### src/logic/board_pkg.sv
package board_pkg;

    // ------------------------------------------------------------------------
    // shared word types
    // ------------------------------------------------------------------------
    typedef logic [31:0] reg_word_t;    // host register data
    typedef logic [7:0]  reg_addr_t;    // upper nibble zero for board regs
    typedef logic [3:0]  axis_mask_t;   // bit 0 is axis 1

    // ------------------------------------------------------------------------
    // board register map by low address nibble
    // ------------------------------------------------------------------------
    localparam logic [3:0] reg_status     = 4'd0;    // ids, faults, enables
    localparam logic [3:0] reg_phyctrl    = 4'd1;    // phy request word
    localparam logic [3:0] reg_phydata    = 4'd2;    // phy data holder
    localparam logic [3:0] reg_timeout    = 4'd3;    // watchdog period
    localparam logic [3:0] reg_version    = 4'd4;    // hard-wired board id word
    localparam logic [3:0] reg_tempsns    = 4'd5;    // temperature readback
    localparam logic [3:0] reg_digiout    = 4'd6;    // masked digital outputs
    localparam logic [3:0] reg_fw_version = 4'd7;    // firmware revision
    localparam logic [3:0] reg_digin      = 4'd10;   // limits, home, v_fault
    localparam logic [3:0] reg_safety     = 4'd11;   // external safety disables
    localparam logic [3:0] reg_wdog       = 4'd14;   // watchdog axis disables
    localparam logic [3:0] reg_regdisable = 4'd15;   // combined amp disables

    // 8, 9, 12 and 13 belong to the external flash controller

    // ------------------------------------------------------------------------
    // constants
    // ------------------------------------------------------------------------
    localparam reg_word_t board_version = 32'h514C4131;   // "QLA1" in ascii
    localparam reg_word_t fw_version    = 32'd4;
    localparam logic [3:0] num_axes     = 4'd4;            // top nibble of status

endpackage
### src/logic/board_ctrl_top.sv
module board_ctrl_top #(
    parameter int tick_width   = 8,         // timer tick is 2^tick_width cycles
    parameter int settle_ticks = 7680       // mv_good hold-off in ticks
) (
    input  logic                   sysclk,
    input  logic                   reset,
    // host bus
    input  logic                   req,
    input  logic                   we,
    input  board_pkg::reg_addr_t   addr,
    input  board_pkg::reg_word_t   wdata,
    output logic                   ack,
    output board_pkg::reg_word_t   rdata,
    // board pins
    output board_pkg::axis_mask_t  amp_disable,
    output board_pkg::axis_mask_t  dout,
    output logic                   pwr_enable,
    output logic                   relay_on,
    input  board_pkg::axis_mask_t  neg_limit,
    input  board_pkg::axis_mask_t  pos_limit,
    input  board_pkg::axis_mask_t  home,
    input  board_pkg::axis_mask_t  fault,
    input  board_pkg::axis_mask_t  safety_amp_disable,
    input  logic                   relay,
    input  logic                   mv_good,
    input  logic                   v_fault,
    input  logic [3:0]             board_id,
    input  logic [15:0]            temp_sense
);

    logic                  acc_strobe, acc_we;
    board_pkg::reg_addr_t  acc_addr;
    board_pkg::reg_word_t  acc_wdata, acc_rdata;
    logic                  tick;
    logic [15:0]           wdog_period;
    logic                  wdog_timeout;
    board_pkg::axis_mask_t wdog_disable, settle_disable;

    // ------------------------------------------------------------------------
    // bus slave and register file
    // ------------------------------------------------------------------------
    host_handshake host_handshake_i (
        .sysclk, .reset, .req, .we, .addr, .wdata, .ack, .rdata,
        .acc_strobe, .acc_we, .acc_addr, .acc_wdata, .acc_rdata
    );

    board_regs board_regs_i (
        .sysclk, .reset, .acc_strobe, .acc_we, .acc_addr, .acc_wdata, .acc_rdata,
        .amp_disable, .dout, .pwr_enable, .relay_on,
        .neg_limit, .pos_limit, .home, .fault, .safety_amp_disable,
        .relay, .mv_good, .v_fault, .board_id, .temp_sense,
        .wdog_period, .wdog_timeout, .wdog_disable, .settle_disable
    );

    // ------------------------------------------------------------------------
    // timers on the shared tick
    // ------------------------------------------------------------------------
    tick_prescaler #(.tick_width(tick_width)) tick_prescaler_i (
        .sysclk, .reset, .tick
    );

    axis_watchdog axis_watchdog_i (
        .sysclk, .reset, .tick,
        .kick (acc_strobe & acc_we),        // every host write feeds the dog
        .wdog_period, .wdog_timeout, .wdog_disable
    );

    power_settle_timer #(.settle_ticks(settle_ticks)) power_settle_timer_i (
        .sysclk, .reset, .tick, .mv_good, .settle_disable
    );

endmodule

### src/logic/board_regs.sv
module board_regs (
    input  logic                   sysclk,
    input  logic                   reset,
    // register access from the bus slave
    input  logic                   acc_strobe,
    input  logic                   acc_we,
    input  board_pkg::reg_addr_t   acc_addr,
    input  board_pkg::reg_word_t   acc_wdata,
    output board_pkg::reg_word_t   acc_rdata,
    // board controls
    output board_pkg::axis_mask_t  amp_disable,
    output board_pkg::axis_mask_t  dout,
    output logic                   pwr_enable,
    output logic                   relay_on,
    // board readback
    input  board_pkg::axis_mask_t  neg_limit,
    input  board_pkg::axis_mask_t  pos_limit,
    input  board_pkg::axis_mask_t  home,
    input  board_pkg::axis_mask_t  fault,
    input  board_pkg::axis_mask_t  safety_amp_disable,
    input  logic                   relay,
    input  logic                   mv_good,
    input  logic                   v_fault,
    input  logic [3:0]             board_id,        // rotary switch
    input  logic [15:0]            temp_sense,
    // timers
    output logic [15:0]            wdog_period,
    input  logic                   wdog_timeout,
    input  board_pkg::axis_mask_t  wdog_disable,
    input  board_pkg::axis_mask_t  settle_disable
);

    board_pkg::axis_mask_t reg_disable;     // host controlled, latched
    logic [15:0]           phy_ctrl;
    logic [15:0]           phy_data;
    logic                  board_sel;       // upper nibble clear
    logic                  wr_en;
    logic                  pwr_next;        // pwr_enable after this write

    assign board_sel = (acc_addr[7:4] == 4'd0);
    assign wr_en     = acc_strobe && acc_we && board_sel;
    assign pwr_next  = acc_wdata[19] ? acc_wdata[18] : pwr_enable;

    // settle hold-off never latches, just overrides
    assign amp_disable = reg_disable | settle_disable;

    // ------------------------------------------------------------------------
    // control writes
    // ------------------------------------------------------------------------
    always_ff @(posedge sysclk) begin
        if (!reset) begin
            reg_disable <= '1;              // everything off at start
            pwr_enable  <= 1'b0;
            relay_on    <= 1'b0;
            dout        <= '0;
            phy_ctrl    <= '0;
            phy_data    <= '0;
            wdog_period <= '0;              // watchdog off
        end else if (wr_en) begin
            case (acc_addr[3:0])
                board_pkg::reg_status: begin
                    // enable bits 3:0 masked by 11:8, disable = ~enable
                    // forced off while power is off before or after the write
                    for (int i = 0; i < 4; i++) begin
                        reg_disable[i] <= ~pwr_enable | ~pwr_next |
                            (acc_wdata[8+i] ? ~acc_wdata[i] : reg_disable[i]);
                    end
                    if (acc_wdata[17]) relay_on <= acc_wdata[16];   // relay mask
                    pwr_enable <= pwr_next;
                end
                board_pkg::reg_phyctrl: phy_ctrl    <= acc_wdata[15:0];
                board_pkg::reg_phydata: phy_data    <= acc_wdata[15:0];
                board_pkg::reg_timeout: wdog_period <= acc_wdata[15:0];
                board_pkg::reg_digiout: begin
                    for (int i = 0; i < 4; i++) begin
                        if (acc_wdata[8+i]) dout[i] <= acc_wdata[i];   // masked
                    end
                end
                default: ;                  // read-only or unmapped
            endcase
        end else begin
            // latch watchdog and safety trips until the host re-enables
            reg_disable <= reg_disable | wdog_disable | safety_amp_disable;
        end
    end

    // ------------------------------------------------------------------------
    // read mux, captured on the strobe edge
    // ------------------------------------------------------------------------
    always_ff @(posedge sysclk) begin
        if (acc_strobe && !acc_we) begin
            if (!board_sel) begin
                acc_rdata <= '0;            // not a board register
            end else begin
                case (acc_addr[3:0])
                    board_pkg::reg_status: acc_rdata <= {
                        board_pkg::num_axes, board_id,
                        wdog_timeout, 3'd0, mv_good, pwr_enable, ~relay, relay_on,
                        4'd0, fault,
                        safety_amp_disable, ~reg_disable};  // 1 means enabled
                    board_pkg::reg_phyctrl:    acc_rdata <= {16'd0, phy_ctrl};
                    board_pkg::reg_phydata:    acc_rdata <= {16'd0, phy_data};
                    board_pkg::reg_timeout:    acc_rdata <= {16'd0, wdog_period};
                    board_pkg::reg_version:    acc_rdata <= board_pkg::board_version;
                    board_pkg::reg_tempsns:    acc_rdata <= {16'd0, temp_sense};
                    board_pkg::reg_digiout:    acc_rdata <= {28'd0, dout};
                    board_pkg::reg_fw_version: acc_rdata <= board_pkg::fw_version;
                    board_pkg::reg_digin: acc_rdata <= {
                        15'd0, v_fault, dout, neg_limit, pos_limit, home};
                    board_pkg::reg_safety:     acc_rdata <= {28'd0, safety_amp_disable};
                    board_pkg::reg_wdog:       acc_rdata <= {28'd0, wdog_disable};
                    board_pkg::reg_regdisable: acc_rdata <= {28'd0, amp_disable};
                    default:                   acc_rdata <= '0;
                endcase
            end
        end
    end

endmodule

### src/logic/power_settle_timer.sv
module power_settle_timer #(
    parameter int settle_ticks = 7680       // about 40 ms at the default tick
) (
    input  logic                   sysclk,
    input  logic                   reset,
    input  logic                   tick,
    input  logic                   mv_good,         // motor supply in range
    output board_pkg::axis_mask_t  settle_disable
);

    localparam int cnt_w = $clog2(settle_ticks + 1);
    localparam logic [cnt_w-1:0] settle_last = cnt_w'(settle_ticks);

    logic [cnt_w-1:0] count;    // ticks of steady mv_good

    // ------------------------------------------------------------------------
    // motor voltage settle hold-off
    // ------------------------------------------------------------------------
    always_ff @(posedge sysclk) begin
        if (!reset) begin
            count          <= '0;
            settle_disable <= '1;           // axes off until supply settles
        end else if (tick) begin
            if (!mv_good) begin
                count          <= '0;       // supply dropped, restart
                settle_disable <= '1;
            end else if (count < settle_last) begin
                count          <= count + 1'b1;
                settle_disable <= '1;
            end else begin
                settle_disable <= '0;       // settled, release
            end
        end
    end

endmodule

### src/logic/axis_watchdog.sv
module axis_watchdog (
    input  logic                   sysclk,
    input  logic                   reset,
    input  logic                   tick,            // prescaler enable
    input  logic                   kick,            // any host write
    input  logic [15:0]            wdog_period,     // in ticks, 0 is off
    output logic                   wdog_timeout,
    output board_pkg::axis_mask_t  wdog_disable
);

    logic [15:0] count;     // ticks since last kick

    // ------------------------------------------------------------------------
    // host write watchdog
    // ------------------------------------------------------------------------
    always_ff @(posedge sysclk) begin
        if (!reset) begin
            count        <= '0;
            wdog_timeout <= 1'b0;
            wdog_disable <= '0;
        end else if (kick) begin
            count        <= '0;             // host alive, start over
            wdog_timeout <= 1'b0;
            wdog_disable <= '0;
        end else if (tick && wdog_period != 16'd0) begin
            if (count < wdog_period) begin
                count <= count + 1'b1;
            end else begin
                // saturated, host gone quiet
                wdog_timeout <= 1'b1;
                wdog_disable <= '1;         // drop every axis
            end
        end
    end

endmodule

### src/logic/host_handshake.sv
module host_handshake (
    input  logic                  sysclk,
    input  logic                  reset,
    // four-phase host side
    input  logic                  req,
    input  logic                  we,
    input  board_pkg::reg_addr_t  addr,
    input  board_pkg::reg_word_t  wdata,
    output logic                  ack,
    output board_pkg::reg_word_t  rdata,
    // register access side
    output logic                  acc_strobe,
    output logic                  acc_we,
    output board_pkg::reg_addr_t  acc_addr,
    output board_pkg::reg_word_t  acc_wdata,
    input  board_pkg::reg_word_t  acc_rdata
);

    typedef enum logic [1:0] {
        st_idle,        // waiting for req
        st_access,      // strobe cycle
        st_capture,     // read data lands from the register file
        st_ack          // ack high until req drops
    } hs_state_t;

    hs_state_t state;

    // ------------------------------------------------------------------------
    // transfer sequencer
    // ------------------------------------------------------------------------
    always_ff @(posedge sysclk) begin
        if (!reset) begin
            state <= st_idle;
        end else begin
            case (state)
                st_idle:    if (req) state <= st_access;   // new transfer
                st_access:  state <= st_capture;
                st_capture: state <= st_ack;
                st_ack:     if (!req) state <= st_idle;    // host done
                default:    state <= st_idle;
            endcase
        end
    end

    // host inputs are stable until ack, grab them once at the start
    always_ff @(posedge sysclk) begin
        if (state == st_idle && req) begin
            acc_we    <= we;
            acc_addr  <= addr;
            acc_wdata <= wdata;
        end
        if (state == st_capture) begin
            rdata <= acc_rdata;             // held for the whole ack phase
        end
    end

    assign acc_strobe = (state == st_access);   // exactly one per transfer
    assign ack        = (state == st_ack);

endmodule

### src/logic/tick_prescaler.sv
module tick_prescaler #(
    parameter int tick_width = 8            // tick every 2^tick_width cycles
) (
    input  logic sysclk,
    input  logic reset,                     // sync, active low
    output logic tick
);

    // ------------------------------------------------------------------------
    // free-running divider
    // ------------------------------------------------------------------------
    logic [tick_width-1:0] count;

    always_ff @(posedge sysclk) begin
        if (!reset) begin
            count <= '0;
        end else begin
            count <= count + 1'b1;          // wraps on its own
        end
    end

    // one cycle wide, on the last count before the wrap
    assign tick = &count;

endmodule

### config.mk
export PLATFORM = sky130hd
export DESIGN_NAME = board_ctrl_top
export DESIGN_NICKNAME = d
export VERILOG_FILES = /design/src/logic/board_pkg.sv /design/src/logic/board_ctrl_top.sv /design/src/logic/board_regs.sv /design/src/logic/power_settle_timer.sv /design/src/logic/axis_watchdog.sv /design/src/logic/host_handshake.sv /design/src/logic/tick_prescaler.sv
export SDC_FILE = /design/constraint.sdc
export NUM_CORES = 1
export LEC_CHECK = 0
export BUFFER_PORTS_ARGS = -buffer_cell sky130_fd_sc_hd__clkbuf_2
export CORE_ASPECT_RATIO = 1.75
export CORE_UTILIZATION = 58
export DETAILED_ROUTE_END_ITERATION = 7
export PLACE_DENSITY = 0.84
export REMOVE_ABC_BUFFERS = 1
export SETUP_SLACK_MARGIN = 0.1
export SYNTH_ARGS = -nofsm -noshare
export SYNTH_HDL_FRONTEND = slang
export SYNTH_HIERARCHICAL = 1
export SYNTH_SLANG_ARGS = --single-unit
### constraint.sdc
create_clock -name sysclk -period 2.83 [get_ports sysclk]
set_input_delay 0.849 -clock sysclk [delete_from_list [all_inputs] [get_ports sysclk]]
set_output_delay 0.849 -clock sysclk [all_outputs]
set_load 0.02 [all_outputs]
---- Word-level counts from Yosys, hierarchy flattened ----
Index checks and enable logic that the tools add are counted.
storage, ports and cells
  flip-flop bits (word level) ............. 196
  input bits .............................. 87
cells by class
  reductions and logical operators ........ 25
  bitwise gates (word level) .............. 19
  $add $sub $neg .......................... 3
  multiplexer cells ....................... 15
  equal/unequal tests ..................... 18
  order comparisons ....................... 2
operators with widths
  operator               count
  $pmux 31 s12           1
  $mux 13                2
  $add 16x1->16 const B  1
  $eq 4x3->1 const B     4
  $eq 4x4->1 const B     4
  $lt 16x16->1           1
  $mux 4                 4
  $reduce_bool 16->1     1
  $reduce_and 3->1       5
  $reduce_and 2->1       7
  $add 13x1->13 const B  1
  $lt 13x13->1 const B   1
  $or 4x4->4             3
  $not 1->1              9
  $reduce_and 9->1       1
  $add 8x1->8 const B    1
  $eq 4x2->1 const B     2
  $logic_not 4->1        2
  $pmux 2 s4             1
  $reduce_and 8->1       1
  $ne 2x2->1 const B     3
  $logic_and 1x1->1      5
  $mux 1                 5
  $or 1x1->1             5
  10 further kinds       12

---- Longest topological paths before layout ----
Gate-level depths: netlist of the first run.
  depth after elaboration ................. 6
  depth in mapped cells ................... 9
  depth with buffers taken out ............ 7

---- By module ----
The synthesis of the first run kept the hierarchy.
by module, submodules not included
  module              times used  area an instance (sq um)  cells an instance
  board_regs          1           4506.8                    471
  host_handshake      1           2356.0                    89
  axis_watchdog       1           1525.2                    178
  power_settle_timer  1           679.4                     79
  tick_prescaler      1           329.1                     34
  board_ctrl_top      1           6.3                       1

---- Worst setup path after synthesis of the first run ----
No wires, ideal clock.
  kind .................................... register to register
  start ................................... reg tick_prescaler_i.count[0]
  end ..................................... reg axis_watchdog_i.count[15]
  stages on the path, launching flop included .. 8
  path slack .............................. 0.232 ns
  clock period less this slack ............ 2.598 ns
  arrival time ............................ 2.467 ns
  setup time .............................. 0.131 ns
  cells stage by stage .................... dfxtp_1 -> ha_1 -> nand3_2 -> nor3_1 -> o41ai_4 -> or4_1 -> o311ai_1 -> o41ai_1
on the way
  cells in the longest elaborated chain, start to end .. 3
ends and longest elaborated chain
  what                        line                  source
  from (decl)                 tick_prescaler.sv:12  logic [tick_width-1:0] count;
  from (signal assigned)      tick_prescaler.sv:18  count <= count + 1'b1;
  $reduce_and 8->1            tick_prescaler.sv:23  assign tick = &count;
  via tick                    board_ctrl_top.sv:34  logic tick;
  $logic_and 1x1->1           axis_watchdog.sv:25   end else if (tick && wdog_period != 16'd0) begin
  $reduce_and 2->1 (no line)  -
  to (signal assigned)        axis_watchdog.sv:27   count <= count + 1'b1;
  to (decl)                   axis_watchdog.sv:11   logic [15:0] count;
The timed path passes the listed nets, and every way through them passes these cells.
A chain may end at the register's enable or synchronous reset.

---- Worst setup path after layout of the first run ----
  start ................................... reg board_regs_i.wdog_period[7]
  end ..................................... reg axis_watchdog_i.count[12]
on the way
  cells in the longest elaborated chain, start to end .. 3
ends and longest elaborated chain
  what                                                                  line              source
  from (decl)                                                           board_regs.sv:27  output logic [15:0] wdog_period,
  from (signal assigned)                                                board_regs.sv:73  board_pkg::reg_timeout: wdog_period <= acc_wdata[15:0];
  parallel branches: the longest is 2 deep, another holds $lt 16x16->1  -
  $reduce_and 2->1 (no line) *                                          -
Mark *: on every way between the ends.

==> qor.yml, run 1 <==
status:
  status: "finished, final reports clean"
placed_design:
  hpwl_um: 17270
  placedCellCount: 1120
  portBuffers: 117
  place.gp.congestion: 0.9843
layout:
  syn_to_final_growth_pct: 14.18
  drive_gt1_share_pct: 24.22
  nNetsFinal: 1063
  fin_cells: 1153
route:
  vias_per_cell: 6.350
  drc: 0
  vias: 7321
  routedWlPerCell_um: 20.70
  firstDrtPassIters: 8
  drtIter0Drc: 651
  ant_nets: 0
  totalWireLength_um: 23870
grt:
  grt_pass1_vias: 7486
  grt_overflow: 0
  grt_max_degree: 62
  antenna_found_initial: 1
  grt_pass1_wl_um: 37840
  grtUsageTotal_pct: 31.21
timing:
  layout_min_cycle_time_ns: 2.554
  max-slew-margin-rel_pct: 44.28
  tightest_slew_ns: 0.8358
  hold_viol_final: 0
  max_freq_mhz: 391.5
  holdWs_ns: 0.4178
  rsz0062_at_grt: "no"
  finalClockSkew_ns: 0.01007
  drv_slew: 0
  finalSetupViolCount: 0
  finalCritPeriodShare_pct: 90.25
worst_setup_path:
  crit_fanout: 14
  criticalPathCategory: "reg -> reg"
  cp-start-kind: "register"
  crit_path_start: "board_regs_i/wdog_period[7]$_SDFFE_PN0P_"
  r2r-end: "axis_watchdog_i/count[12]$_SDFFE_PP0P_"
  cp.required_ns: 3.18
  worst_r2r_path_depth: 7
  endpoint_kind: "register"
  arrival_ns: 2.91
  timing.rr.start: "board_regs_i/wdog_period[7]$_SDFFE_PN0P_"
  cp-endpoint: "axis_watchdog_i/count[12]$_SDFFE_PP0P_"
  r2r_setup_slack_ns: 0.28
clocking:
  cts.htree.levels: 4
  numCtsBuffers: 17
  cts_setup_buffers: 0
  insertion_delay_ns: 0.43
  cts_hold_buffers: 0
  cts-resized-gates: 0
  ctsRootBufferMaster: "clkbuf_16"
  cts_max_path_buffers: 2
  clock_sinks: 187
  tritoncts: "built"
  clkTransAtPathRegs_ns: 0.07
synthesis:
  ys_warn_count: 6
  synthCells: 840
  syn_area_per_cell_sq_um: 10.76
  syn_area_sq_um: 9042
hold_path:
  hold_start: "board_regs_i/acc_rdata[17]$_SDFFCE_PP0P_"
  min_path_type: "reg -> reg"
floorplanning:
  ios: 130
  rows: 60
  initial_utilization_pct: 59.04
  die_height_um: 167.2
  die_area_sq_um: 16110
  coreArea_sq_um: 15310
  die_x_um: 96.39
job:
  max_cap_viol_count: 0
power:
  switchingPower_mw: 2.093
  power.density_nw_per_um2: 664.2
  combPwrFrac_pct: 17.5
  total_power_mw: 6.858
  sw_frac_of_total_pct: 30.52
  clkPwrFrac_pct: 32.4
  power_leakage_nw: 3.815
  p_int_mw: 4.765
  vdd_drop_max_mv: 0.3894
  seq_power_share_pct: 50.1
==> power by group through the flow <==
stage | sequential, mW | clock [mW] | combinational [mW]
after floorplan | 3.59 | 0 | 0.536
after global placement | 3.48 | 0 | 1.14
after detailed placement | 3.49 | 0 | 1.17
after CTS | 3.43 | 2.23 | 1.18
after global routing | 3.47 | 2.34 | 1.29
final | 3.44 | 2.22 | 1.20
==> registers in the layout (all words and copies together), names as in the netlist, 2 cells and up <==
name and count:
host_handshake_i/acc_addr 8, host_handshake_i/state 2, board_regs_i/dout 4, board_regs_i/phy_data 16, host_handshake_i/rdata 32, host_handshake_i/acc_wdata 20, tick_prescaler_i/count 8, board_regs_i/acc_rdata 27
power_settle_timer_i/count 13, board_regs_i/reg_disable 4, axis_watchdog_i/count 16, board_regs_i/wdog_period 16, board_regs_i/phy_ctrl 16
==> cells in the final DEF, fill, tap and decap left out, types with 9 or more instances in the layout <==
cell type	n
nand2b_1	12
a21oi_1	30
nand4_1	19
a31oi_1	10
mux2_2	12
a21boi_1	15
edfxtp_1	88
and3_1	15
mux2i_1	33
and2_1	9
nand2_1	103
inv_1	31
nor3_1	14
clkbuf_16	17
or3_1	9
nor2_1	29
dfxtp_1	99
nand3_1	20
buf_4	30
o21ai_0	17
nor2b_1	32
a22o_1	11
clkbuf_2	117
ha_1	23
a21boi_2	20
==> area by class of cell <==
type                       count  area (sq um)
antenna                        1         2.502
fill                        1128          4990
clock buffer                  19         432.9
tap                          186         232.7
multi-input combinational    569          3995
sequential                   187          4624
timing repair buffer         147         810.8
inverter                      31         116.4
clock inverter                13         110.1
==> metrics by stage <==
step	area (sq um)	utilization, %	setup slack, ns	setup TNS [ns]
after detailed placement	9779	63.86	0.4052	0
final	10320	67.42	0.2759	0
after floorplan	8733	-	-0.1340	-0.3348
after global routing	10320	67.40	0.2156	0
after CTS	10320	67.40	0.3267	0
after global placement	9779	63.86	0.4591	0
==> critical path, cell delays in order, from the launching register on <==
cell and delay, ns:
dfxtp_1 0.43, inv_1 0.07, ha_1 0.33, a41o_1 0.23
a21oi_1 0.33, o32a_1 0.58, and4_1 0.31, mux2i_1 0.19
==> worst min-delay path by stage <==
stage                                                       to  slack (ns)  cells past startpoint
after detailed placement  host_handshake_i/rdata[19]$_DFFE_PN_        0.40                      0
after global placement    host_handshake_i/rdata[11]$_DFFE_PN_        0.40                      0
after global routing      host_handshake_i/rdata[16]$_DFFE_PN_        0.43                      0
after CTS                 host_handshake_i/rdata[19]$_DFFE_PN_        0.42                      0
after floorplan            host_handshake_i/rdata[0]$_DFFE_PN_        0.40                      0
final                     host_handshake_i/rdata[17]$_DFFE_PN_        0.42                      0
==> layer usage <==
layer  vias to the layer above  GRT usage [%]  routed length [um]
met5                         -              0                   0
met4                         0          23.66                1809
met3                       130          7.357                1797
met2                       436          53.44               12500
met1                      3426          31.68                7763
li1                       3329              -                   -
No activity file was read; power rests on OpenSTA's default activity.
==> run 2: changes to the inputs <==
--- a/config.mk
+++ b/config.mk
@@ -7,9 +7,9 @@
 export LEC_CHECK = 0
 export BUFFER_PORTS_ARGS = -buffer_cell sky130_fd_sc_hd__clkbuf_2
 export CORE_ASPECT_RATIO = 1.75
-export CORE_UTILIZATION = 58
+export CORE_UTILIZATION = 45
 export DETAILED_ROUTE_END_ITERATION = 7
-export PLACE_DENSITY = 0.84
+export PLACE_DENSITY = 0.69
 export REMOVE_ABC_BUFFERS = 1
 export SETUP_SLACK_MARGIN = 0.1
 export SYNTH_ARGS = -nofsm -noshare
==> qor.yml, run 2 (same netlist as run 1, synthesis figures left out) <==
status:
  status: "finished, final reports clean"
grt:
  grt_pass1_wl_um: 36550  # -3.4%
  grtUsageTotal_pct: 23.49  # -7.7 points
  grt_pass1_vias: 7004  # -6.4%
  antenna_found_initial: 1  # unchanged
  grt_overflow: 0  # unchanged
  grt_max_degree: 39  # -37%
worst_setup_path:
  cpPeakStageDelay_ns: 0.57  # about the same
  cp.required_ns: 3.21  # +0.03 ns
  endpoint_kind: "register"
  arrival_ns: 2.84  # -0.07 ns
  criticalPathCategory: "reg -> reg"
  worst_r2r_path_depth: 7  # unchanged
  crit_cells: 7  # unchanged
  crit_fanout: 16  # +2
  cp_slowest_cell: "or3_1"
  worst-path-buf-inv: 1  # unchanged
  critical_path.top_delay_family: "simple AND/OR/NAND/NOR gates"
  cp-start-kind: "register"
  crit_chain: "inv_1 > ha_1 > a211oi_1 > nor2_1 > or3_1 > or4_1 > a21oi_1"
timing:
  finalSetupViolCount: 0  # unchanged
  fin_ws_ns: 0.3754  # +0.09946 ns
  max_freq_mhz: 407.4  # +4.1%
  hold_viol_final: 0  # unchanged
  rsz0062_at_grt: "no"
  finalClockSkew_ns: 0.01418  # +0.004114 ns
  layout_min_cycle_time_ns: 2.455  # -0.09946 ns
  max-slew-margin-rel_pct: 26.48  # -18 points
  tightest_slew_ns: 1.101  # +0.2647 ns
  holdWs_ns: 0.4202  # +0.002348 ns
  drv_slew: 0  # unchanged
  finalCritPeriodShare_pct: 86.73  # -3.5 points
power:
  sw_frac_of_total_pct: 31.35  # +0.83 points
  combPwrFrac_pct: 16.8  # -0.7 points
  power_leakage_nw: 3.877  # +1.6%
  clkPwrFrac_pct: 34.3  # +1.9 points
  p_int_mw: 4.811  # +0.97%
  switchingPower_mw: 2.198  # +5.0%
  vdd_drop_max_mv: 0.5106  # +31%
  seq_power_share_pct: 48.9  # -1.2 points
  power.density_nw_per_um2: 667.2  # +0.44%
placed_design:
  dp_slack_ns: 0.4386  # +0.03343 ns
  place.gp.congestion: 0.9168  # -6.9%
  hpwl_um: 17470  # +1.2%
  portBuffers: 117  # unchanged
route:
  vias_per_cell: 5.787  # -8.9%
  drc: 0  # unchanged
  drtIter0Drc: 389  # -40%
  vias: 7037  # -3.9%
  routedWlPerCell_um: 19.24  # -7.1%
  ant_nets: 0  # unchanged
  firstDrtPassIters: 6  # -2
  totalWireLength_um: 23390  # -2.0%
hold_path:
  min_path_type: "reg -> reg"
  worstHoldPathCells: 0  # unchanged
job:
  max_cap_viol_count: 0  # unchanged
clocking:
  cts_hold_buffers: 0  # unchanged
  cts_max_path_buffers: 2  # unchanged
  clock_sinks: 187  # unchanged
  clkTransAtPathRegs_ns: 0.08  # about the same
  insertion_delay_ns: 0.45  # +0.02 ns
  tritoncts: "built"
  cts.htree.levels: 4  # unchanged
  ctsRootBufferMaster: "clkbuf_16"
  cts-resized-gates: 0  # unchanged
  cts_setup_buffers: 0  # unchanged
  numCtsBuffers: 17  # unchanged
layout:
  top_register: "host_handshake_i/rdata"
  nNetsFinal: 1067  # +0.38%
  layout_commonest_cell: "clkbuf_2"
  mostFrequentLayoutCells: "117 x clkbuf_2, 103 x nand2_1, 99 x dfxtp_1"
  drive_gt1_share_pct: 24.74  # +0.52 points
  syn_to_final_growth_pct: 16.18
  largest_reg_flops: 32  # unchanged
  reg.largest.list: "host_handshake_i/rdata (32), board_regs_i/acc_rdata (27), host_handshake_i/acc_wdata (20)"
floorplanning:
  rows: 68  # +13%
  ios: 130  # unchanged
  die_area_sq_um: 20690  # +28%
  coreArea_sq_um: 19740  # +29%
  initial_utilization_pct: 45.81  # -13 points
  die_height_um: 189.5  # +13%
  die_x_um: 109.2  # +13%
run 2: cell count changes in the layout (fill, tap and decap cells not counted):
cell / change
buf_4: +4
clkbuf_1: -2
clkinv_2: -2
clkinv_4: +2
clkinv_8: +8
clkinvlp_4: -5
inv_6: +2
inv_8: -3
run 2: final timing paths:
check / startpoint / endpoint / slack [ns]
max: board_regs_i/wdog_period[13]$_SDFFE_PN0P_ / axis_watchdog_i/count[0]$_SDFFE_PP0P_ / 0.38
min: board_regs_i/acc_rdata[19]$_SDFFCE_PP0P_ / host_handshake_i/rdata[19]$_DFFE_PN_ / 0.42
max reg2reg: board_regs_i/wdog_period[13]$_SDFFE_PN0P_ / axis_watchdog_i/count[0]$_SDFFE_PP0P_ / 0.38
min reg2reg: board_regs_i/acc_rdata[19]$_SDFFCE_PP0P_ / host_handshake_i/rdata[19]$_DFFE_PN_ / 0.42
run 2: metrics by stage:
step	total power, mW	instance area (sq um)	TNS (ns)	cells	util [%]
finish	7.009	10510	0	1216	53.22
global route	7.277	10510	0	1216	53.22
CTS	7.043	10500	0	1215	53.21
detailed placement	4.662	9883	0	1183	50.07
global placement	4.639	9883	0	1183	50.07
floorplan	4.125	8733	-0.3348	787	-
run 2: cell type report:
cell class,instances,area (sq um)
diodes,1,2.502
clock buffers,17,425.4
clock inverters,15,193.9
fillers,1753,9234
inverters,31,116.4
multi-input cells,569,3995
flip-flops and latches,187,4624
well taps,245,306.5
repair buffers,151,840.8
run 2: power by group through the flow:
stage	Sequential, mW	Combinational [mW]	Clock, mW
after floorplan	3.59	0.536	0
after global placement	3.48	1.16	0
after detailed placement	3.49	1.17	0
after CTS	3.43	1.17	2.44
after global routing	3.47	1.27	2.54
final	3.43	1.18	2.40
run 2: layer usage:
metal  track usage, %  vias up  part of all wire, %
met5                0        -                    0
li1                 -     3341                    -
met3            4.165       96                  5.2
met2            41.34      267                   52
met1            23.88     3333                   35
met4            18.19        0                  7.0
